===== src/common/sys_pkg.sv =====
package sys_pkg;

	// ===================================================================
	// Data path widths
	// ===================================================================

	// Audio sample and internal arithmetic, one guard bit
	localparam int SAMPLE_W = 16;
	localparam int ACC_W    = SAMPLE_W + 1;

	// Host data word
	localparam int IO_W = 16;

	// Volume: top bit mutes, low bits give the attenuation shift
	localparam int VOL_W = 5;

	// Sync phase-length counters
	localparam int SYNC_CNT_W = 16;

	// ===================================================================
	// Configuration word layout
	// ===================================================================

	localparam int CFG_CSYNC_BIT = 3;

	// ===================================================================
	// Enumerations
	// ===================================================================

	// Host commands, other values ignored
	typedef enum logic [7:0] {
		CMD_CFG = 8'h01,
		CMD_LED = 8'h25,
		CMD_VOL = 8'h26
	} cmd_e;

	// Stereo cross-mix amount
	typedef enum logic [1:0] {
		MIX_NONE    = 2'd0,
		MIX_EIGHTH  = 2'd1,
		MIX_QUARTER = 2'd2,
		MIX_HALF    = 2'd3
	} mix_e;

endpackage


===== src/hw/cmd_decoder.sv =====
`timescale 1ns/1ns

module cmd_decoder import sys_pkg::*; (
	input  logic             clk_sys,
	input  logic             resetd,
	input  logic             i_io_uio,
	input  logic             i_io_clk,
	input  logic [IO_W-1:0]  i_io_din,
	output logic             o_csync,
	output logic [VOL_W-1:0] o_vol,
	output logic             o_led_wr,
	output logic [IO_W-1:0]  o_io_data
);

	logic            strb_s1;
	logic            strb_s2;
	logic            strb_s3;
	logic            strb_rise;
	logic            has_cmd;
	cmd_e            cmd;
	logic            word_vld;
	logic [IO_W-1:0] word;
	logic [IO_W-1:0] cfg;

	// ===================================================================
	// Strobe synchroniser and rising edge detect
	// ===================================================================

	always_ff @(posedge clk_sys) begin
		if (resetd) begin
			strb_s1 <= 1'b0;
			strb_s2 <= 1'b0;
			strb_s3 <= 1'b0;
		end else begin
			strb_s1 <= i_io_clk;
			strb_s2 <= strb_s1;
			strb_s3 <= strb_s2;
		end
	end

	assign strb_rise = strb_s2 & ~strb_s3;

	// ===================================================================
	// First word is the command and later words are data
	// ===================================================================

	always_ff @(posedge clk_sys) begin
		if (resetd) begin
			has_cmd  <= 1'b0;
			word_vld <= 1'b0;
		end else begin
			word_vld <= 1'b0;
			if (!i_io_uio) begin
				has_cmd <= 1'b0;
			end else if (strb_rise) begin
				if (!has_cmd) begin
					has_cmd <= 1'b1;
				end else begin
					word_vld <= 1'b1;
				end
			end
		end
	end

	// Command code and data word latched on each strobe
	always_ff @(posedge clk_sys) begin
		if (i_io_uio && strb_rise) begin
			if (!has_cmd) begin
				cmd <= cmd_e'(i_io_din[7:0]);
			end else begin
				word <= i_io_din;
			end
		end
	end

	// ===================================================================
	// Registers loaded by data words
	// ===================================================================

	always_ff @(posedge clk_sys) begin
		if (resetd) begin
			cfg   <= '0;
			o_vol <= '0;
		end else if (word_vld) begin
			case (cmd)
				CMD_CFG: cfg <= word;
				CMD_VOL: o_vol <= word[VOL_W-1:0];
				default: ;
			endcase
		end
	end

	assign o_csync = cfg[CFG_CSYNC_BIT];

	// LED block loads in the same cycle as the other registers
	assign o_led_wr  = word_vld && (cmd == CMD_LED);
	assign o_io_data = word;

endmodule


===== src/audio_mix/audio_mixer.sv =====
`timescale 1ns/1ns

module audio_mixer import sys_pkg::*; (
	input  logic                clk_sys,
	input  logic                resetd,
	input  logic [SAMPLE_W-1:0] i_core_l,
	input  logic [SAMPLE_W-1:0] i_core_r,
	input  logic [SAMPLE_W-1:0] i_pcm_l,
	input  logic [SAMPLE_W-1:0] i_pcm_r,
	input  logic                i_core_signed,
	input  mix_e                i_mix,
	input  logic [VOL_W-1:0]    i_vol,
	output logic [SAMPLE_W-1:0] o_audio_l,
	output logic [SAMPLE_W-1:0] o_audio_r
);

	localparam logic signed [ACC_W-1:0] SAT_MAX = ACC_W'((1 << (SAMPLE_W-1)) - 1);
	localparam logic signed [ACC_W-1:0] SAT_MIN = ACC_W'(-(1 << (SAMPLE_W-1)));

	logic signed [ACC_W-1:0] s1_core_l;
	logic signed [ACC_W-1:0] s1_core_r;
	logic signed [ACC_W-1:0] s1_pcm_l;
	logic signed [ACC_W-1:0] s1_pcm_r;
	logic signed [ACC_W-1:0] sum_l;
	logic signed [ACC_W-1:0] sum_r;
	logic signed [ACC_W-1:0] mix_l;
	logic signed [ACC_W-1:0] mix_r;
	logic signed [ACC_W-1:0] s2_l;
	logic signed [ACC_W-1:0] s2_r;
	logic signed [ACC_W-1:0] s3_l;
	logic signed [ACC_W-1:0] s3_r;

	function automatic logic [SAMPLE_W-1:0] clamp(input logic signed [ACC_W-1:0] v);
		if (v > SAT_MAX) begin
			return SAT_MAX[SAMPLE_W-1:0];
		end else if (v < SAT_MIN) begin
			return SAT_MIN[SAMPLE_W-1:0];
		end
		return v[SAMPLE_W-1:0];
	endfunction

	// Source sum and cross-mix for stage 2
	always_comb begin
		sum_l = s1_core_l + s1_pcm_l;
		sum_r = s1_core_r + s1_pcm_r;
		case (i_mix)
			MIX_EIGHTH: begin
				mix_l = sum_l - (sum_l >>> 3) + (sum_r >>> 3);
				mix_r = sum_r - (sum_r >>> 3) + (sum_l >>> 3);
			end
			MIX_QUARTER: begin
				mix_l = sum_l - (sum_l >>> 2) + (sum_r >>> 2);
				mix_r = sum_r - (sum_r >>> 2) + (sum_l >>> 2);
			end
			MIX_HALF: begin
				mix_l = (sum_l >>> 1) + (sum_r >>> 1);
				mix_r = (sum_r >>> 1) + (sum_l >>> 1);
			end
			default: begin
				mix_l = sum_l;
				mix_r = sum_r;
			end
		endcase
	end

	// ===================================================================
	// Four-stage pipeline
	// ===================================================================

	always_ff @(posedge clk_sys) begin
		if (resetd) begin
			s1_core_l <= '0;
			s1_core_r <= '0;
			s1_pcm_l  <= '0;
			s1_pcm_r  <= '0;
			s2_l      <= '0;
			s2_r      <= '0;
			s3_l      <= '0;
			s3_r      <= '0;
			o_audio_l <= '0;
			o_audio_r <= '0;
		end else begin
			// Stage 1, unsigned core audio halved to keep it non-negative
			if (i_core_signed) begin
				s1_core_l <= {i_core_l[SAMPLE_W-1], i_core_l};
				s1_core_r <= {i_core_r[SAMPLE_W-1], i_core_r};
			end else begin
				s1_core_l <= {2'b00, i_core_l[SAMPLE_W-1:1]};
				s1_core_r <= {2'b00, i_core_r[SAMPLE_W-1:1]};
			end
			s1_pcm_l <= {i_pcm_l[SAMPLE_W-1], i_pcm_l};
			s1_pcm_r <= {i_pcm_r[SAMPLE_W-1], i_pcm_r};

			// Stage 2
			s2_l <= mix_l;
			s2_r <= mix_r;

			// Stage 3, attenuation or mute
			if (i_vol[VOL_W-1]) begin
				s3_l <= '0;
				s3_r <= '0;
			end else begin
				s3_l <= s2_l >>> i_vol[VOL_W-2:0];
				s3_r <= s2_r >>> i_vol[VOL_W-2:0];
			end

			// Stage 4
			o_audio_l <= clamp(s3_l);
			o_audio_r <= clamp(s3_r);
		end
	end

endmodule


===== src/hw/sync_polarity.sv =====
`timescale 1ns/1ns

module sync_polarity import sys_pkg::*; (
	input  logic clk_sys,
	input  logic resetd,
	input  logic i_sync,
	output logic o_sync
);

	logic                  sync_d;
	logic [SYNC_CNT_W-1:0] cnt;
	logic [SYNC_CNT_W-1:0] hi_len;
	logic [SYNC_CNT_W-1:0] lo_len;
	logic                  pol;

	always_ff @(posedge clk_sys) begin
		if (resetd) begin
			sync_d <= 1'b0;
			cnt    <= '0;
			hi_len <= '0;
			lo_len <= '0;
			pol    <= 1'b0;
		end else begin
			sync_d <= i_sync;
			if (i_sync != sync_d) begin
				// Phase just ended, keep its length
				if (sync_d) begin
					hi_len <= cnt;
				end else begin
					lo_len <= cnt;
				end
				cnt <= '0;
			end else if (cnt != '1) begin
				cnt <= cnt + 1'b1;
			end
			pol <= hi_len > lo_len;
		end
	end

	// Longer high phase means an active-low pulse
	assign o_sync = i_sync ^ pol;

endmodule


===== src/hw/vga_sync.sv =====
`timescale 1ns/1ns

module vga_sync (
	input  logic clk_sys,
	input  logic resetd,
	input  logic i_hs,
	input  logic i_vs,
	input  logic i_csync,
	output logic o_vga_hs,
	output logic o_vga_vs
);

	logic hs_pos;
	logic vs_pos;

	sync_polarity u_hs_pol (
		.clk_sys (clk_sys),
		.resetd  (resetd),
		.i_sync  (i_hs),
		.o_sync  (hs_pos)
	);

	sync_polarity u_vs_pol (
		.clk_sys (clk_sys),
		.resetd  (resetd),
		.i_sync  (i_vs),
		.o_sync  (vs_pos)
	);

	// ===================================================================
	// Active-low output, composite on HS when enabled
	// ===================================================================

	assign o_vga_hs = i_csync ? ~(hs_pos ^ vs_pos) : ~hs_pos;
	assign o_vga_vs = i_csync ? 1'b1 : ~vs_pos;

endmodule


===== src/hw/button_debounce.sv =====
`timescale 1ns/1ns

module button_debounce #(
	parameter int DEB_DIV = 100000
) (
	input  logic clk_sys,
	input  logic resetd,
	input  logic i_btn_user_n,
	input  logic i_btn_osd_n,
	output logic o_btn_user,
	output logic o_btn_osd
);

	localparam int DIV_W = $clog2(DEB_DIV + 1);

	logic [DIV_W-1:0] div_cnt;
	logic             tick;
	logic [1:0]       btn_n;
	logic [7:0]       hist [2];
	logic [7:0]       hist_nxt [2];
	logic [1:0]       btn_q;

	// Tick divider
	always_ff @(posedge clk_sys) begin
		if (resetd || tick) begin
			div_cnt <= '0;
		end else begin
			div_cnt <= div_cnt + 1'b1;
		end
	end

	assign tick = div_cnt == DIV_W'(DEB_DIV - 1);

	// Index 0 user, index 1 OSD
	assign btn_n = {i_btn_osd_n, i_btn_user_n};

	always_comb begin
		for (int i = 0; i < 2; i++) begin
			hist_nxt[i] = {hist[i][6:0], ~btn_n[i]};
		end
	end

	always_ff @(posedge clk_sys) begin
		if (resetd) begin
			hist[0] <= '0;
			hist[1] <= '0;
			btn_q   <= '0;
		end else if (tick) begin
			for (int i = 0; i < 2; i++) begin
				hist[i] <= hist_nxt[i];
				// Output moves only on eight equal samples
				if (&hist_nxt[i]) begin
					btn_q[i] <= 1'b1;
				end else if (hist_nxt[i] == '0) begin
					btn_q[i] <= 1'b0;
				end
			end
		end
	end

	assign o_btn_user = btn_q[0];
	assign o_btn_osd  = btn_q[1];

endmodule


===== src/hw/led_ctrl.sv =====
`timescale 1ns/1ns

module led_ctrl import sys_pkg::*; (
	input  logic            clk_sys,
	input  logic            resetd,
	input  logic            i_led_wr,
	input  logic [IO_W-1:0] i_io_data,
	input  logic            i_led_user,
	input  logic [1:0]      i_led_power,
	input  logic [1:0]      i_led_disk,
	output logic            o_lamp_user,
	output logic            o_lamp_power,
	output logic            o_lamp_disk,
	output logic [7:0]      o_led
);

	logic [7:0] led_ovr;
	logic [7:0] led_state;
	logic [7:0] led_map;

	// High byte is the override mask, low byte the forced state
	always_ff @(posedge clk_sys) begin
		if (resetd) begin
			led_ovr   <= '0;
			led_state <= '0;
		end else if (i_led_wr) begin
			{led_ovr, led_state} <= i_io_data;
		end
	end

	assign o_lamp_user  = i_led_user;
	// Disk lamp needs only the request bit
	assign o_lamp_disk  = i_led_disk[0];
	assign o_lamp_power = i_led_power[1] ? i_led_power[0] : 1'b1;

	assign led_map = {3'b000, o_lamp_power, 1'b0, o_lamp_disk, 1'b0, o_lamp_user};
	assign o_led   = (led_ovr & led_state) | (~led_ovr & led_map);

endmodule


===== src/hw/sys_core.sv =====
`timescale 1ns/1ns

module sys_core import sys_pkg::*; #(
	parameter int DEB_DIV = 100000
) (
	input  logic                clk_sys,
	input  logic                resetd,
	// Host channel
	input  logic                i_io_uio,
	input  logic                i_io_clk,
	input  logic [IO_W-1:0]     i_io_din,
	// Audio sources
	input  logic [SAMPLE_W-1:0] i_core_l,
	input  logic [SAMPLE_W-1:0] i_core_r,
	input  logic [SAMPLE_W-1:0] i_pcm_l,
	input  logic [SAMPLE_W-1:0] i_pcm_r,
	input  logic                i_core_signed,
	input  mix_e                i_mix,
	// Video sync from the core
	input  logic                i_hs,
	input  logic                i_vs,
	// LED requests and buttons
	input  logic                i_led_user,
	input  logic [1:0]          i_led_power,
	input  logic [1:0]          i_led_disk,
	input  logic                i_btn_user_n,
	input  logic                i_btn_osd_n,
	output logic [SAMPLE_W-1:0] o_audio_l,
	output logic [SAMPLE_W-1:0] o_audio_r,
	output logic                o_vga_hs,
	output logic                o_vga_vs,
	output logic                o_lamp_user,
	output logic                o_lamp_power,
	output logic                o_lamp_disk,
	output logic [7:0]          o_led,
	output logic                o_btn_user,
	output logic                o_btn_osd
);

	logic             csync;
	logic [VOL_W-1:0] vol;
	logic             led_wr;
	logic [IO_W-1:0]  io_data;

	// ===================================================================
	// Host commands
	// ===================================================================

	cmd_decoder u_cmd_decoder (
		.clk_sys   (clk_sys),
		.resetd    (resetd),
		.i_io_uio  (i_io_uio),
		.i_io_clk  (i_io_clk),
		.i_io_din  (i_io_din),
		.o_csync   (csync),
		.o_vol     (vol),
		.o_led_wr  (led_wr),
		.o_io_data (io_data)
	);

	// ===================================================================
	// Audio, video sync, buttons and LEDs
	// ===================================================================

	audio_mixer u_audio_mixer (
		.clk_sys       (clk_sys),
		.resetd        (resetd),
		.i_core_l      (i_core_l),
		.i_core_r      (i_core_r),
		.i_pcm_l       (i_pcm_l),
		.i_pcm_r       (i_pcm_r),
		.i_core_signed (i_core_signed),
		.i_mix         (i_mix),
		.i_vol         (vol),
		.o_audio_l     (o_audio_l),
		.o_audio_r     (o_audio_r)
	);

	vga_sync u_vga_sync (
		.clk_sys  (clk_sys),
		.resetd   (resetd),
		.i_hs     (i_hs),
		.i_vs     (i_vs),
		.i_csync  (csync),
		.o_vga_hs (o_vga_hs),
		.o_vga_vs (o_vga_vs)
	);

	button_debounce #(
		.DEB_DIV (DEB_DIV)
	) u_button_debounce (
		.clk_sys      (clk_sys),
		.resetd       (resetd),
		.i_btn_user_n (i_btn_user_n),
		.i_btn_osd_n  (i_btn_osd_n),
		.o_btn_user   (o_btn_user),
		.o_btn_osd    (o_btn_osd)
	);

	led_ctrl u_led_ctrl (
		.clk_sys      (clk_sys),
		.resetd       (resetd),
		.i_led_wr     (led_wr),
		.i_io_data    (io_data),
		.i_led_user   (i_led_user),
		.i_led_power  (i_led_power),
		.i_led_disk   (i_led_disk),
		.o_lamp_user  (o_lamp_user),
		.o_lamp_power (o_lamp_power),
		.o_lamp_disk  (o_lamp_disk),
		.o_led        (o_led)
	);

endmodule


===== config.mk =====
export PLATFORM = sky130hd
export DESIGN_NAME = sys_core
export DESIGN_NICKNAME = d
export VERILOG_FILES = /design/src/common/sys_pkg.sv /design/src/hw/cmd_decoder.sv /design/src/audio_mix/audio_mixer.sv /design/src/hw/sync_polarity.sv /design/src/hw/vga_sync.sv /design/src/hw/button_debounce.sv /design/src/hw/led_ctrl.sv /design/src/hw/sys_core.sv
export SDC_FILE = /design/constraint.sdc
export NUM_CORES = 1
export LEC_CHECK = 0
export BUFFER_PORTS_ARGS = -buffer_cell sky130_fd_sc_hd__buf_2
export CAP_MARGIN = 20
export CORE_ASPECT_RATIO = 0.9
export CORE_UTILIZATION = 25
export DETAILED_ROUTE_END_ITERATION = 8
export PLACE_DENSITY = 0.42
export SETUP_SLACK_MARGIN = 0.2
export SLEW_MARGIN = 20
export SYNTH_ARGS = -nofsm -noshare
export SYNTH_HDL_FRONTEND = slang
export SYNTH_SLANG_ARGS = --single-unit

===== constraint.sdc =====
create_clock -name clk_sys -period 7.4 [get_ports clk_sys]
set_clock_uncertainty 0.15 [all_clocks]
set_input_delay 1.48 -clock clk_sys [delete_from_list [all_inputs] [get_ports clk_sys]]
set_output_delay 1.48 -clock clk_sys [all_outputs]
set_load 0.01 [all_outputs]

==> results.cfg <==
[status]
status = finished clean

[final_layout]
layout_commonest_cell = nor2_1
num-fill-cells = 8718
area.growth.synth_to_final_pct = 15.69
multi_input_area_mm2 = 0.01254
regArea_mm2 = 0.007348
nNetsFinal = 2740
final_cell_mix = nor2_1 (354), dfxtp_1 (309), inv_1 (171), ha_1 (161), a21oi_1 (141)
design_area_mm2 = 0.02420
fin_util = 0.2926
drive_above_1_share = 0.1155

[synth]
synthesis.nets = 2627
synth_edf_count = 38
synth_warnings = 0
yosys_register_bits = 348
syn_inst = 2315
yosysUniqueCellTypes = 74
syn_area_mm2 = 0.02092
syn_avg_cell_area_um2 = 9.035
synth_ff_type = dfxtp_1
synth_top_area_frac = 0.2967
ys_seq_area_frac = 0.3513
ys_top_cells_by_area = dfxtp_1 (30%), ha_1 (9.9%), mux2i_1 (6.7%), nor2_1 (6.4%), edfxtp_1 (5.5%)
synth-async-reset-ratio = 0
synth_top_area_cell = dfxtp_1

[cts]
htreeDepth = 2
clock-sinks = 348
cts_buffer_depth = 3
cts_tree = built
numCtsBuffers = 40
cts_hold_buf = 0
cts_setup_buffers = 0
clk_pin_slew_ns = 0.06
clockRootBuffer = clkbuf_16
clkLatencyLatePin_ns = 0.58
ctsResizeCount = 0

[power]
power_density_mw_per_mm2 = 300.1
ir_worst_vdd_mv = 0.1622
finalPower_w = 0.007260
p_leak_nw = 10.10

[die]
row_count = 100
ios = 143
die-width_um = 306.9
coreArea_mm2 = 0.08270
die_h_um = 276.4
dieArea_mm2 = 0.08482
start_util = 0.2529

[drt]
vias_per_cell = 4.557
dr_total_vias = 16320
drtIter0Drc = 911
routed_wirelength_mm = 55.73
dr.pass1.iters = 5
wl_per_cell_um = 15.56
drc_errors = 0
antenna_left = 0

[critical_path]
crit_fanout = 7
critPathRequiredTime_ns = 7.72
slowest_stage = a2111o_1
cp_common_cell = ha_1
rr_worst_depth = 21
end_kind = flip-flop
crit_path_max_incr_delay_ns = 0.46
cp_cell_sequence = ha_1 -> and3_1 -> a2111o_1 -> a311o_1 -> xnor2_4 -> clkinv_1 -> ha_1 -> inv_1 -> ha_1 -> or2_2 -> ha_1 -> a21o_1 -> o21ai_0 -> and2_1 -> a211oi_1 -> o31a_1 -> o41ai_1 -> mux2i_1 -> nor2_1 -> a211o_1 -> a221oi_1
criticalPathCategory = reg -> reg
arrival_ns = 6.62
worst_setup_path_start_kind = flip-flop

[place]
port-buffer-count = 141
dp_hpwl_mm = 43.84
place.gp.congestion = 0.8764
dpl_cell_area_mm2 = 0.02288

[global_routing]
antenna_found_initial = 1
grt_max_degree = 96
gr-usage-all-layers = 0.1305
grt_pass1_wl_mm = 89.22
first_global_vias = 16220
overflow = 0

[timing]
hold_viol = 0
rsz0062_at_grt = false
min_period_ns = 6.302
timing.fmax_mhz = 158.7
setup_viol_count_final = 0
tightest_slew_ns = 1.024
setup_total_negative_slack_ns = 0
finalCritPeriodShare = 0.8517
slew_viol_final = 0
whs_ns = 0.2948
maxSlewHeadroom = 0.3171

[run]
drv_cap = 0

[min_path]
hold_depth = 1
min-delay-path-class = reg -> reg
-- Yosys cell counts (4+ instances only) --
cell type,instances
nor3b_1,4
nor2_1,354
o31ai_1,7
a21oi_1,141
nor4_1,7
or3_1,10
nor2b_1,77
a2111oi_0,5
nand3b_1,7
buf_1,10
xnor2_1,72
mux2i_1,139
nor3_1,33
o21bai_1,15
o31a_1,9
edfxtp_1,38
inv_1,171
nand4_1,20
a22oi_1,10
mux4_2,18
and2_1,28
o21a_1,18
nand2b_1,27
nand3_1,31
nand2_1,77
dfxtp_1,310
a31oi_1,14
mux2_2,13
a221oi_1,16
clkbuf_1,89
or2_2,10
and4_1,5
a311oi_1,5
xor2_1,50
a21o_1,39
o21ai_0,91
ha_1,165
a211oi_1,60
and3_1,14
fa_1,51
-- final cells by class --
type	count	share of cell area
multi-input cells	1693	0.5184
flip-flops and latches	348	0.3037
well taps	1122	0.05802
clock buffers	60	0.04742
repair buffers	172	0.03904
inverters	173	0.02684
clock inverters	12	0.006464
diodes	1	0.0001034
-- worst max-delay path: cells and delay by family, from the launching register on --
family                   cells  cell delay (ns)
AND/OR/NAND/NOR              4             0.76
XOR/XNOR                     1             0.34
buffers and inverters        2             0.45
flip-flops                   1             0.30
multiplexers                 1             0.24
AO/OA/AOI/OAI                9             2.71
adder cells (fa/ha/maj)      4             1.28
-- layer usage --
metal | up-vias | track usage | share of wire
li1 | 8274 | - | -
met1 | 7651 | 0.1975 | 0.53
met2 | 338 | 0.1902 | 0.41
met3 | 54 | 0.02177 | 0.048
met4 | 0 | 0.02936 | 0.014
met5 | - | 0 | 0
-- kinds of logic after synthesis --
logic type / after synthesis / synth area share
buffers and inverters: 274 / 0.04953
muxes: 171 / 0.09344
AOI/OAI and AO/OA: 466 / 0.1434
adders and majority gates: 216 / 0.1475
and+or+nand+nor: 716 / 0.1613
xor gates and xnor gates: 124 / 0.05348
DFF: 348 / 0.3513
-- metrics by stage --
step	std cells	setup WS [ns]
2_1_floorplan	2315	1.909
3_3_place_gp	3508	1.188
3_5_place_dp	3508	1.135
4_1_cts	3580	1.145
5_1_grt	3580	0.6771
6_report	3581	1.098
-- state kept, by name, summed over array words and instances (netlist names), 17 cells and up --
signal	count
u_audio_mixer.s3_r	17
u_audio_mixer.s2_r	17
u_audio_mixer.s2_l	17
u_audio_mixer.s3_l	17
u_button_debounce.div_cnt	17
-- path summary, 6_finish.rpt --
check / start / to / slack [ns]
worst max register to register: u_audio_mixer.s1_pcm_r[3] / u_audio_mixer.s2_l[15] / 1.10
worst min-delay path: u_cmd_decoder.strb_s1 / u_cmd_decoder.strb_s2 / 0.29
worst max-delay path: u_audio_mixer.s1_pcm_r[3] / u_audio_mixer.s2_l[15] / 1.10
worst min register to register: u_cmd_decoder.strb_s1 / u_cmd_decoder.strb_s2 / 0.29
-- where the power goes --
group / leakage, nW / switching, W / internal [W]
sequential: 2.90 / 0.000128 / 0.00207
clock: 0.626 / 0.000807 / 0.00113
combinational: 6.58 / 0.00178 / 0.00135
total: 10.1 / 0.00271 / 0.00455
(Power assumes the default switching activity.)
